<file path="src/verilog/gpu_pkg.sv">
package gpu_pkg;

        ////////////////////////////////////////////////////////////////////////////
        // widths
        ////////////////////////////////////////////////////////////////////////////

        // word addresses, one ARGB pixel per word
        localparam int ADDR_W = 32;
        localparam int DATA_W = 32;
        localparam int LEN_W  = 16;

        ////////////////////////////////////////////////////////////////////////////
        // command
        ////////////////////////////////////////////////////////////////////////////

        typedef enum logic {
                OP_COPY  = 1'b0,
                OP_BLEND = 1'b1
        } gpu_op_e;

        // length is in words, at least 1
        typedef struct packed {
                gpu_op_e             op;
                logic [ADDR_W-1:0]   src_a;
                logic [ADDR_W-1:0]   src_b;
                logic [ADDR_W-1:0]   dst;
                logic [LEN_W-1:0]    length;
                logic [7:0]          alpha;
        } gpu_cmd_t;

        ////////////////////////////////////////////////////////////////////////////
        // memory ports
        ////////////////////////////////////////////////////////////////////////////

        typedef struct packed {
                logic                valid;
                logic [ADDR_W-1:0]   addr;
        } rd_req_t;

        typedef struct packed {
                logic                valid;
                logic [ADDR_W-1:0]   addr;
                logic [DATA_W-1:0]   data;
        } wr_req_t;

endpackage

</file>
<file path="src/verilog/gpu_fifo.sv">
module gpu_fifo import gpu_pkg::*; #(
        parameter int DEPTH = 8
) (
        input  logic                i_wire_clock,
        input  logic                i_rst,
        input  logic                i_write,
        input  logic [DATA_W-1:0]   i_data,
        input  logic                i_read,
        output logic [DATA_W-1:0]   o_data,
        output logic                o_empty,
        output logic                o_almost_full
);

        localparam int PTR_W = (DEPTH > 1) ? $clog2(DEPTH) : 1;
        localparam int CNT_W = $clog2(DEPTH + 1);

        logic [DATA_W-1:0] mem [DEPTH];
        logic [PTR_W-1:0]  wr_ptr;
        logic [PTR_W-1:0]  rd_ptr;
        logic [CNT_W-1:0]  count;
        logic              do_read;

        // a pop on an empty fifo is ignored
        assign do_read = i_read && (count != '0);

        always_ff @(posedge i_wire_clock) begin
                if (i_write) begin
                        mem[wr_ptr] <= i_data;
                end
        end

        always_ff @(posedge i_wire_clock) begin
                if (i_rst) begin
                        wr_ptr <= '0;
                        rd_ptr <= '0;
                        count  <= '0;
                end else begin
                        if (i_write) begin
                                wr_ptr <= (wr_ptr == PTR_W'(DEPTH - 1)) ? '0 : wr_ptr + 1'b1;
                        end
                        if (do_read) begin
                                rd_ptr <= (rd_ptr == PTR_W'(DEPTH - 1)) ? '0 : rd_ptr + 1'b1;
                        end
                        if (i_write && !do_read) begin
                                count <= count + 1'b1;
                        end else if (!i_write && do_read) begin
                                count <= count - 1'b1;
                        end
                end
        end

        // head word shows without a read
        assign o_data        = mem[rd_ptr];
        assign o_empty       = (count == '0);
        // one free slot or less
        assign o_almost_full = (count >= CNT_W'(DEPTH - 1));

endmodule

</file>
<file path="src/verilog/gpu_dma_reader.sv">
module gpu_dma_reader import gpu_pkg::*; (
        input  logic                i_wire_clock,
        input  logic                i_rst,
        input  logic                i_start,
        input  gpu_cmd_t            i_cmd,
        output rd_req_t             o_rd,
        input  logic                i_rd_valid,
        input  logic [DATA_W-1:0]   i_rd_data,
        input  logic                i_a_almost_full,
        input  logic                i_b_almost_full,
        output logic                o_a_write,
        output logic                o_b_write,
        output logic [DATA_W-1:0]   o_data
);

        typedef enum logic [1:0] {
                IDLE,
                ISSUE,
                WAIT
        } rd_state_e;

        rd_state_e          state;
        gpu_op_e            op_q;
        logic [ADDR_W-1:0]  src_a_q;
        logic [ADDR_W-1:0]  src_b_q;
        logic [LEN_W-1:0]   len_q;
        logic [LEN_W-1:0]   idx_q;
        // channel of the request being issued or outstanding
        logic               chan_b;
        logic               room;
        logic               issue;
        logic               last_req;

        assign room     = chan_b ? !i_b_almost_full : !i_a_almost_full;
        assign issue    = (state == ISSUE) && room;
        assign last_req = (idx_q == len_q - 1'b1) && ((op_q == OP_COPY) || chan_b);

        always_comb begin
                o_rd.valid = issue;
                o_rd.addr  = (chan_b ? src_b_q : src_a_q) +
                             {{(ADDR_W - LEN_W){1'b0}}, idx_q};
        end

        ////////////////////////////////////////////////////////////////////////////
        // request sequencing
        ////////////////////////////////////////////////////////////////////////////

        always_ff @(posedge i_wire_clock) begin
                if (i_start && state == IDLE) begin
                        op_q    <= i_cmd.op;
                        src_a_q <= i_cmd.src_a;
                        src_b_q <= i_cmd.src_b;
                        len_q   <= i_cmd.length;
                end
        end

        always_ff @(posedge i_wire_clock) begin
                if (i_rst) begin
                        state  <= IDLE;
                        idx_q  <= '0;
                        chan_b <= 1'b0;
                end else begin
                        case (state)
                        IDLE: begin
                                if (i_start) begin
                                        idx_q  <= '0;
                                        chan_b <= 1'b0;
                                        state  <= ISSUE;
                                end
                        end
                        ISSUE: begin
                                if (issue) begin
                                        state <= WAIT;
                                end
                        end
                        WAIT: begin
                                if (i_rd_valid) begin
                                        if (last_req) begin
                                                state <= IDLE;
                                        end else if (op_q == OP_BLEND && !chan_b) begin
                                                // same word, source b next
                                                chan_b <= 1'b1;
                                                state  <= ISSUE;
                                        end else begin
                                                chan_b <= 1'b0;
                                                idx_q  <= idx_q + 1'b1;
                                                state  <= ISSUE;
                                        end
                                end
                        end
                        default: state <= IDLE;
                        endcase
                end
        end

        // route the returned word by its recorded channel
        assign o_a_write = (state == WAIT) && i_rd_valid && !chan_b;
        assign o_b_write = (state == WAIT) && i_rd_valid && chan_b;
        assign o_data    = i_rd_data;

endmodule

</file>
<file path="src/verilog/gpu_blender.sv">
module gpu_blender import gpu_pkg::*; (
        input  logic                i_wire_clock,
        input  logic                i_rst,
        input  logic                i_start,
        input  gpu_cmd_t            i_cmd,
        input  logic [DATA_W-1:0]   i_a_data,
        input  logic                i_a_empty,
        input  logic [DATA_W-1:0]   i_b_data,
        input  logic                i_b_empty,
        output logic                o_a_read,
        output logic                o_b_read,
        output logic                o_valid,
        output logic [DATA_W-1:0]   o_pixel
);

        gpu_op_e            op_q;
        logic [7:0]         alpha_q;
        logic               pop;
        logic [15:0]        mix;
        logic [DATA_W-1:0]  blend_pix;
        logic [DATA_W-1:0]  result;

        always_ff @(posedge i_wire_clock) begin
                if (i_rst) begin
                        op_q <= OP_COPY;
                end else if (i_start) begin
                        op_q <= i_cmd.op;
                end
        end

        always_ff @(posedge i_wire_clock) begin
                if (i_start) begin
                        alpha_q <= i_cmd.alpha;
                end
        end

        // copy needs only source a
        assign pop      = !i_a_empty && ((op_q == OP_COPY) || !i_b_empty);
        assign o_a_read = pop;
        assign o_b_read = pop && (op_q == OP_BLEND);

        ////////////////////////////////////////////////////////////////////////////
        // per channel mix, a weighted by alpha
        ////////////////////////////////////////////////////////////////////////////

        always_comb begin
                blend_pix = '0;
                mix       = '0;
                for (int c = 0; c < 4; c++) begin
                        mix = {8'd0, i_a_data[c*8 +: 8]} * {8'd0, alpha_q} +
                              {8'd0, i_b_data[c*8 +: 8]} * {8'd0, 8'd255 - alpha_q};
                        // truncating shift, so alpha 255 loses one lsb
                        blend_pix[c*8 +: 8] = mix[15:8];
                end
        end

        assign result = (op_q == OP_BLEND) ? blend_pix : i_a_data;

        always_ff @(posedge i_wire_clock) begin
                if (i_rst) begin
                        o_valid <= 1'b0;
                end else begin
                        o_valid <= pop;
                end
        end

        always_ff @(posedge i_wire_clock) begin
                o_pixel <= result;
        end

endmodule

</file>
<file path="src/verilog/gpu_dma_writer.sv">
module gpu_dma_writer import gpu_pkg::*; (
        input  logic                i_wire_clock,
        input  logic                i_rst,
        input  logic                i_start,
        input  gpu_cmd_t            i_cmd,
        input  logic                i_valid,
        input  logic [DATA_W-1:0]   i_pixel,
        output wr_req_t             o_wr,
        output logic                o_busy,
        output logic                o_done
);

        logic [ADDR_W-1:0]  ptr_q;
        logic [LEN_W-1:0]   remain_q;
        logic               last;

        assign last = i_valid && (remain_q == LEN_W'(1));

        ////////////////////////////////////////////////////////////////////////////
        // destination pointer and word count
        ////////////////////////////////////////////////////////////////////////////

        always_ff @(posedge i_wire_clock) begin
                if (i_start && !o_busy) begin
                        ptr_q <= i_cmd.dst;
                end else if (i_valid) begin
                        ptr_q <= ptr_q + 1'b1;
                end
        end

        always_ff @(posedge i_wire_clock) begin
                if (i_rst) begin
                        remain_q <= '0;
                        o_busy   <= 1'b0;
                end else if (i_start && !o_busy) begin
                        remain_q <= i_cmd.length;
                        o_busy   <= 1'b1;
                end else if (i_valid) begin
                        remain_q <= remain_q - 1'b1;
                        // busy drops right after the done cycle
                        if (last) begin
                                o_busy <= 1'b0;
                        end
                end
        end

        // writer never stalls, memory takes the word this cycle
        always_comb begin
                o_wr.valid = i_valid;
                o_wr.addr  = ptr_q;
                o_wr.data  = i_pixel;
        end

        assign o_done = last;

endmodule

</file>
<file path="src/verilog/gpu_top.sv">
module gpu_top import gpu_pkg::*; #(
        parameter int FIFO_DEPTH = 8
) (
        input  logic                i_wire_clock,
        input  logic                i_rst,
        input  logic                i_start,
        input  gpu_cmd_t            i_cmd,
        output logic                o_busy,
        output logic                o_done,
        output rd_req_t             o_rd,
        input  logic                i_rd_valid,
        input  logic [DATA_W-1:0]   i_rd_data,
        output wr_req_t             o_wr
);

        logic               a_write;
        logic               b_write;
        logic [DATA_W-1:0]  rd_word;
        logic               a_almost_full;
        logic               b_almost_full;
        logic [DATA_W-1:0]  a_data;
        logic [DATA_W-1:0]  b_data;
        logic               a_empty;
        logic               b_empty;
        logic               a_read;
        logic               b_read;
        logic               pix_valid;
        logic [DATA_W-1:0]  pix_data;

        ////////////////////////////////////////////////////////////////////////////
        // dma reader
        ////////////////////////////////////////////////////////////////////////////

        gpu_dma_reader u_reader (
                .i_wire_clock    (i_wire_clock),
                .i_rst           (i_rst),
                .i_start         (i_start),
                .i_cmd           (i_cmd),
                .o_rd            (o_rd),
                .i_rd_valid      (i_rd_valid),
                .i_rd_data       (i_rd_data),
                .i_a_almost_full (a_almost_full),
                .i_b_almost_full (b_almost_full),
                .o_a_write       (a_write),
                .o_b_write       (b_write),
                .o_data          (rd_word)
        );

        ////////////////////////////////////////////////////////////////////////////
        // source fifos
        ////////////////////////////////////////////////////////////////////////////

        gpu_fifo #(.DEPTH(FIFO_DEPTH)) u_fifo_a (
                .i_wire_clock  (i_wire_clock),
                .i_rst         (i_rst),
                .i_write       (a_write),
                .i_data        (rd_word),
                .i_read        (a_read),
                .o_data        (a_data),
                .o_empty       (a_empty),
                .o_almost_full (a_almost_full)
        );

        gpu_fifo #(.DEPTH(FIFO_DEPTH)) u_fifo_b (
                .i_wire_clock  (i_wire_clock),
                .i_rst         (i_rst),
                .i_write       (b_write),
                .i_data        (rd_word),
                .i_read        (b_read),
                .o_data        (b_data),
                .o_empty       (b_empty),
                .o_almost_full (b_almost_full)
        );

        ////////////////////////////////////////////////////////////////////////////
        // blender and dma writer
        ////////////////////////////////////////////////////////////////////////////

        gpu_blender u_blender (
                .i_wire_clock (i_wire_clock),
                .i_rst        (i_rst),
                .i_start      (i_start),
                .i_cmd        (i_cmd),
                .i_a_data     (a_data),
                .i_a_empty    (a_empty),
                .i_b_data     (b_data),
                .i_b_empty    (b_empty),
                .o_a_read     (a_read),
                .o_b_read     (b_read),
                .o_valid      (pix_valid),
                .o_pixel      (pix_data)
        );

        gpu_dma_writer u_writer (
                .i_wire_clock (i_wire_clock),
                .i_rst        (i_rst),
                .i_start      (i_start),
                .i_cmd        (i_cmd),
                .i_valid      (pix_valid),
                .i_pixel      (pix_data),
                .o_wr         (o_wr),
                .o_busy       (o_busy),
                .o_done       (o_done)
        );

endmodule

</file>
<file path="config.mk">
export PLATFORM = sky130hd
export DESIGN_NAME = gpu_top
export DESIGN_NICKNAME = d
export VERILOG_FILES = /design/src/verilog/gpu_pkg.sv /design/src/verilog/gpu_fifo.sv /design/src/verilog/gpu_dma_reader.sv /design/src/verilog/gpu_blender.sv /design/src/verilog/gpu_dma_writer.sv /design/src/verilog/gpu_top.sv
export SDC_FILE = /design/constraint.sdc
export NUM_CORES = 2
export LEC_CHECK = 0
export CORE_ASPECT_RATIO = 1.25
export CORE_MARGIN = 1.5
export CORE_UTILIZATION = 55
export DETAILED_ROUTE_END_ITERATION = 8
export DONT_BUFFER_PORTS = 1
export GPL_ROUTABILITY_DRIVEN = 0
export GPL_TIMING_DRIVEN = 0
export PLACE_DENSITY = 0.7
export SYNTH_ARGS = -nofsm -noshare
export SYNTH_HDL_FRONTEND = slang
export SYNTH_HIERARCHICAL = 1
export SYNTH_SLANG_ARGS = --single-unit
export TNS_END_PERCENT = 30
</file>
<file path="constraint.sdc">
create_clock -name i_wire_clock -period 23.3 [get_ports i_wire_clock]
set_clock_uncertainty 0.2 [all_clocks]
set_input_delay 4.66 -clock i_wire_clock [delete_from_list [all_inputs] [get_ports i_wire_clock]]
set_output_delay 4.66 -clock i_wire_clock [all_outputs]
set_load 0.05 [all_outputs]
</file>
# After elaboration in Yosys (flattened, before gate mapping)
# Memory sizes are Yosys's and may differ from the RTL's. A register that Yosys moved wholly into a read port is not among the register bits.
# Cells that the tools add are included.
[op_classes]
n_shift = 0
n_addsub = 18
eq_ne = 13
mul = 8
n_mux = 41
n_reduce_logical = 43
div = 0
order_cmp = 2
bitwise_logic = 2
[ops]
columns = ["operator", "count"]
rows = [
  ["multiplier 8 x 8 -> 16 bit", 8],
  ["2-to-1 mux 32 bit", 4],
  ["2-to-1 mux 16 bit", 6],
  ["adder 16 bit", 4],
  ["adder 32 x 1 -> 32 bit (second input constant)", 1],
  ["adder 32 x 16 -> 32 bit", 1],
  ["one-hot mux 16 bit (2 select lines)", 1],
  ["subtractor 16 x 1 -> 16 bit (second input constant)", 2],
  ["2-to-1 mux 3 bit", 8],
  ["logical AND 1 bit", 17],
  ["adder 16 x 1 -> 16 bit (second input constant)", 1],
  ["== test 16 x 1 -> 1 bit (second input constant)", 1],
  ["== test 16 bit", 1],
  ["2-to-1 mux 4 bit", 4],
  ["2-to-1 mux 1 bit", 13],
  ["adder 3 x 1 -> 3 bit (second input constant)", 4],
  ["== test 3 bit (second input constant)", 4],
  ["zero test 1 bit", 10],
  ["nonzero test 2 bit", 5],
  ["adder 4 x 1 -> 4 bit (second input constant)", 2],
  ["greater-or-equal comparator 4 x 3 -> 1 bit (second input constant)", 2],
  ["zero test 4 bit", 2],
  ["inequality test 2 bit (second input constant)", 4],
  ["nonzero test 4 bit", 2],
  ["15 further kinds", 20],
]
[totals]
latchBits = 0
inputBits = 157
memories = 2
ram_bits = 512
register_bits = 211
wordCells = 149
romBits = 0
[memory_table]
columns = ["memory", "depth", "width", "rd", "rd_ports_with_merged_regs", "wr", "line", "source"]
rows = [
  ["u_fifo_a.mem", 8, 32, 1, 1, 1, "gpu_fifo.sv:17", "logic [DATA_W-1:0] mem [DEPTH];"],
  ["u_fifo_b.mem", 8, 32, 1, 1, 1, "gpu_fifo.sv:17", ""],
]

# Longest topological paths before layout
[logic_depth]
word_depth = 9
depth_mapped = 23

# Hierarchy
# Netlist, hierarchy kept.
[modules_own_cells]
columns = ["module", "seq_area_each_um2", "n_inst", "cells_per_inst", "area_each_um2"]
rows = [
  ["gpu_fifo", 7947.6, 2, 443, 10431.3],
  ["gpu_blender", 920.9, 1, 2034, 18422.7],
  ["gpu_dma_reader", 2812.7, 1, 528, 5851.9],
  ["gpu_dma_writer", 1301.2, 1, 357, 3144.3],
]

# Least setup slack after synthesis
# OpenSTA, ideal clock, no wires.
[synth_timing]
path_type = "input -> register"
start = "input port i_start"
end = "register u_reader.idx_q[8]"
slack_ps = 11104
n_path_buf = 1
arrival_ps = 11860
cell_stages = 4
required_ps = 22964
cell_sequence = "nor3b_1 or2_2 clkbuf_1 nor2_1"
[synth_between]
elab_chain_len = 2
[synth_rtl]
columns = ["element", "line", "source"]
rows = [
  ["start, declared", "gpu_top.sv:6", "input logic i_start,"],
  ["inequality test 2 bit (no source line)", "-", ""],
  ["AND reduction 5 bit (no source line)", "-", ""],
  ["end signal, assigned", "gpu_dma_reader.sv:86", "idx_q <= idx_q + 1'b1;"],
  ["end, declared", "gpu_dma_reader.sv:27", "logic [LEN_W-1:0] idx_q;"],
]
# No other way between the ends.
# A chain may end at the register's enable or synchronous reset.

==> out/metrics.yaml <==
final_layout:
  final_cells: 5145
  seqCellArea_sq_mm: 0.0209
  fin_area_sq_mm: 0.0527
  area_growth_pct: 9.10
  final_nets: 4727
  fillers: 6750
  final_cell_mix: "633 x edfxtp_1, 588 x inv_1, 383 x fa_1, 275 x ha_1, 208 x nand2_1"
  multiInputGateArea_sq_mm: 0.0240
  drive_gt1_share_pct: 11.2
  post-route-util_pct: 60.5
  layout_commonest_cell: "edfxtp_1"
timing:
  rsz0062_at_grt: "false"
  fin_setup_tns_ns: 0
  tightest_slew_ns: 1.20
  fmax_mhz: 86.8
  drv_slew: 0
  setup_viol: 0
  layout_setup_ws_ns: 11.79
  hold_viol_final: 0
  post-route-min-period_ns: 11.51
  max-slew-margin-rel_pct: 17.4
  whs_ns: 0.329
  fin_crit_sh_pct: 49.4
logic_synthesis:
  avgSynthCellArea_sq_um: 12.7
  postSynthCellCount: 3805
  synth_cell_types: 97
  syn_nets: 4620
  synth.area.top_cells: "edfxtp_1 39%, fa_1 16%, ha_1 7.1%, inv_1 4.6%, mux4_1 4.4%"
  ys_async_sr_fraction_pct: 0
  synth_top_area_share_pct: 39.4
  synthFlopType: "edfxtp_1"
  ys_ff_latch: 729
  synth_edf_count: 633
  synth_seq_area_share_pct: 43.4
  yosysWarnings: 6
  synth_area_leader_cell: "edfxtp_1"
  synth_area_sq_mm: 0.0483
power:
  total_power_mw: 6.94
  ir_worst_vdd_mv: 0.208
  p_leak_nw: 20.8
  p_per_area_mw_per_mm2: 132
place:
  pre_cts_ws_ns: 12.48
  place_area_sq_mm: 0.0503
  io_buffer_count: 0
  dp_hpwl_um: 89100
  placed_cells: 5006
cts:
  h-tree-depth: 3
  cts-buffers-inserted: 72
  cts_setup_buffers: 0
  clockBufferDepth: 3
  clkLatencyLatePin_ns: 0.64
  cts_tree: "done"
  cts_root_buf: "clkbuf_16"
  post_cts_resized: 0
  cts_sinks: 729
  path_clk_slew_ns: 0.06
  hold_buffers: 0
die:
  die_x_um: 268
  row_count: 121
  die_height_um: 334
  coreArea_sq_mm: 0.0871
  dieArea_sq_mm: 0.0896
  boundaryPins: 257
  initial_core_util_pct: 55.5
hold_path:
  whs_path_depth: 2
  min_from: "u_writer/remain_q[15]"
  min_to: "u_writer/remain_q[15]"
  hold_class: "register to register"
routing:
  vias_per_cell: 5.75
  drtAntennaViolNets: 0
  drt-initial-drc-count: 2052
  vias: 29575
  met3_length_um: 7850
  dr_wl_met2_um: 60200
  topRoutingLayerUsed: "met4"
  route.detailed.drc: 0
  drt_first_pass_iters: 5
  routedWlPerCell_um: 23.4
  routed_wl_um: 121000
  wl_met1_um: 46300
global_routing:
  overflow: 0
  grt_pass1_vias: 30844
  grt.total_usage_pct: 27.5
  grt_pass1_wl_um: 183000
  grt_max_degree: 33
  antenna_found_initial: 6
critical_path:
  r2r_slack_ns: 15.65
  cp_slowest_cell: "xnor2_1"
  regToRegEndpoint: "u_blender/o_pixel[14]"
  max_stage_delay_ns: 0.91
  required_ns: 18.44
  worst-path-max-fanout: 10
  worstPathArrival_ns: 6.65
  r2r_cells: 22
  end_kind: "output pin"
  critPathLaunchType: "register"
  path_class: "register to output pin"
  cp_cell_sequence: "buf_2, buf_1, clkbuf_1, buf_1, mux2i_1, inv_1, ha_1, a211oi_1, o21ai_0, o2111ai_1, a21oi_1, a31oi_1, o21bai_1, nand4_1, xnor2_1"
  cp_common_cell: "buf_1"
run:
  drv_cap: 0
status:
  status: "complete, no violations"
how the worst max path moves through the flow:
stage,slack [ns],endpoint,startpoint,depth (start not counted)
floorplan,11.10,u_reader/idx_q[8],i_start,4
global placement,8.32,u_reader/idx_q[8],i_start,4
detailed placement,12.48,o_rd[29],u_reader/chan_b,15
CTS,11.76,o_rd[29],u_reader/chan_b,15
global route,11.36,o_rd[29],u_reader/chan_b,15
finish,11.79,o_rd[29],u_reader/chan_b,15
sequential cells by signal (all words and copies together), names as in the netlist, 16 cells and up, named ones only:
signal             count
u_reader/src_a_q      32
u_reader/idx_q        16
u_fifo_b/mem         256
u_blender/o_pixel     32
u_writer/ptr_q        32
u_writer/remain_q     16
u_reader/src_b_q      32
u_reader/len_q        16
u_fifo_a/mem         256
cells in the mapped netlist (all sizes together), types with 5 or more instances:
| cell | number |
|---|---|
| or4 | 23 |
| mux2 | 94 |
| a21oi | 69 |
| mux2i | 28 |
| xor2 | 29 |
| and2 | 147 |
| a211oi | 21 |
| o211ai | 16 |
| nor4 | 17 |
| a311oi | 5 |
| nor3 | 32 |
| mux4 | 128 |
| nand3b | 6 |
| nor2 | 128 |
| a31oi | 21 |
| nand4 | 24 |
| nand2b | 89 |
| edfxtp | 633 |
| or3 | 19 |
| nor4b | 5 |
| nand3 | 43 |
| o2111ai | 8 |
| xnor2 | 71 |
| inv | 588 |
| and3 | 12 |
| nor3b | 5 |
| nand2 | 209 |
| o221ai | 8 |
| buf | 125 |
| or4b | 5 |
| a21o | 14 |
| clkbuf | 93 |
| o31ai | 19 |
| ha | 275 |
| fa | 383 |
| o21ai | 52 |
| dfxtp | 96 |
| o21a | 6 |
| nor2b | 194 |
| or2 | 7 |
critical path: cells and delay by family, from the launching register on:
kind / cells / cell delay, ns
mux: 1 / 0.35
simple gates: 1 / 0.17
flops: 1 / 0.40
xor+xnor: 1 / 0.91
fa+ha+maj: 1 / 0.29
buf+inv: 5 / 2.36
compound gates: 6 / 1.49
per-layer routing:
metal / vias up / track usage, %
li1: 13241 / -
met1: 15074 / 33.6
met2: 979 / 47.1
met3: 281 / 4.86
met4: 0 / 13.4
met5: - / 0
where the power goes:
part           internal [mW]  switching, mW  total (mW)
clock                  0.642          0.499        1.14
combinational           1.73           2.46        4.19
sequential              1.51         0.0976        1.61
total                   3.89           3.06        6.94
cells by family (layout without fill, tap and decap cells):
group,after synthesis,in the layout,synth area share [%]
compound gates,284,284,4.20
xor+xnor,103,103,1.95
fa+ha+maj,658,658,23.0
buf+inv,806,970,7.14
flops,729,729,43.4
mux,250,250,9.37
other cells,0,8,0
simple gates,975,975,11.0
layout make-up:
cell class / instances / share of cell area [%]
Multi-Input combinational cell: 2270 / 45.6
Sequential cell: 729 / 39.7
Inverter: 588 / 4.19
Clock buffer: 92 / 3.70
Tap cell: 1168 / 2.77
Buffer: 218 / 2.36
Timing Repair Buffer: 33 / 0.912
Clock inverter: 39 / 0.682
Antenna cell: 8 / 0.0380
No activity file was read; power rests on OpenSTA's default activity.
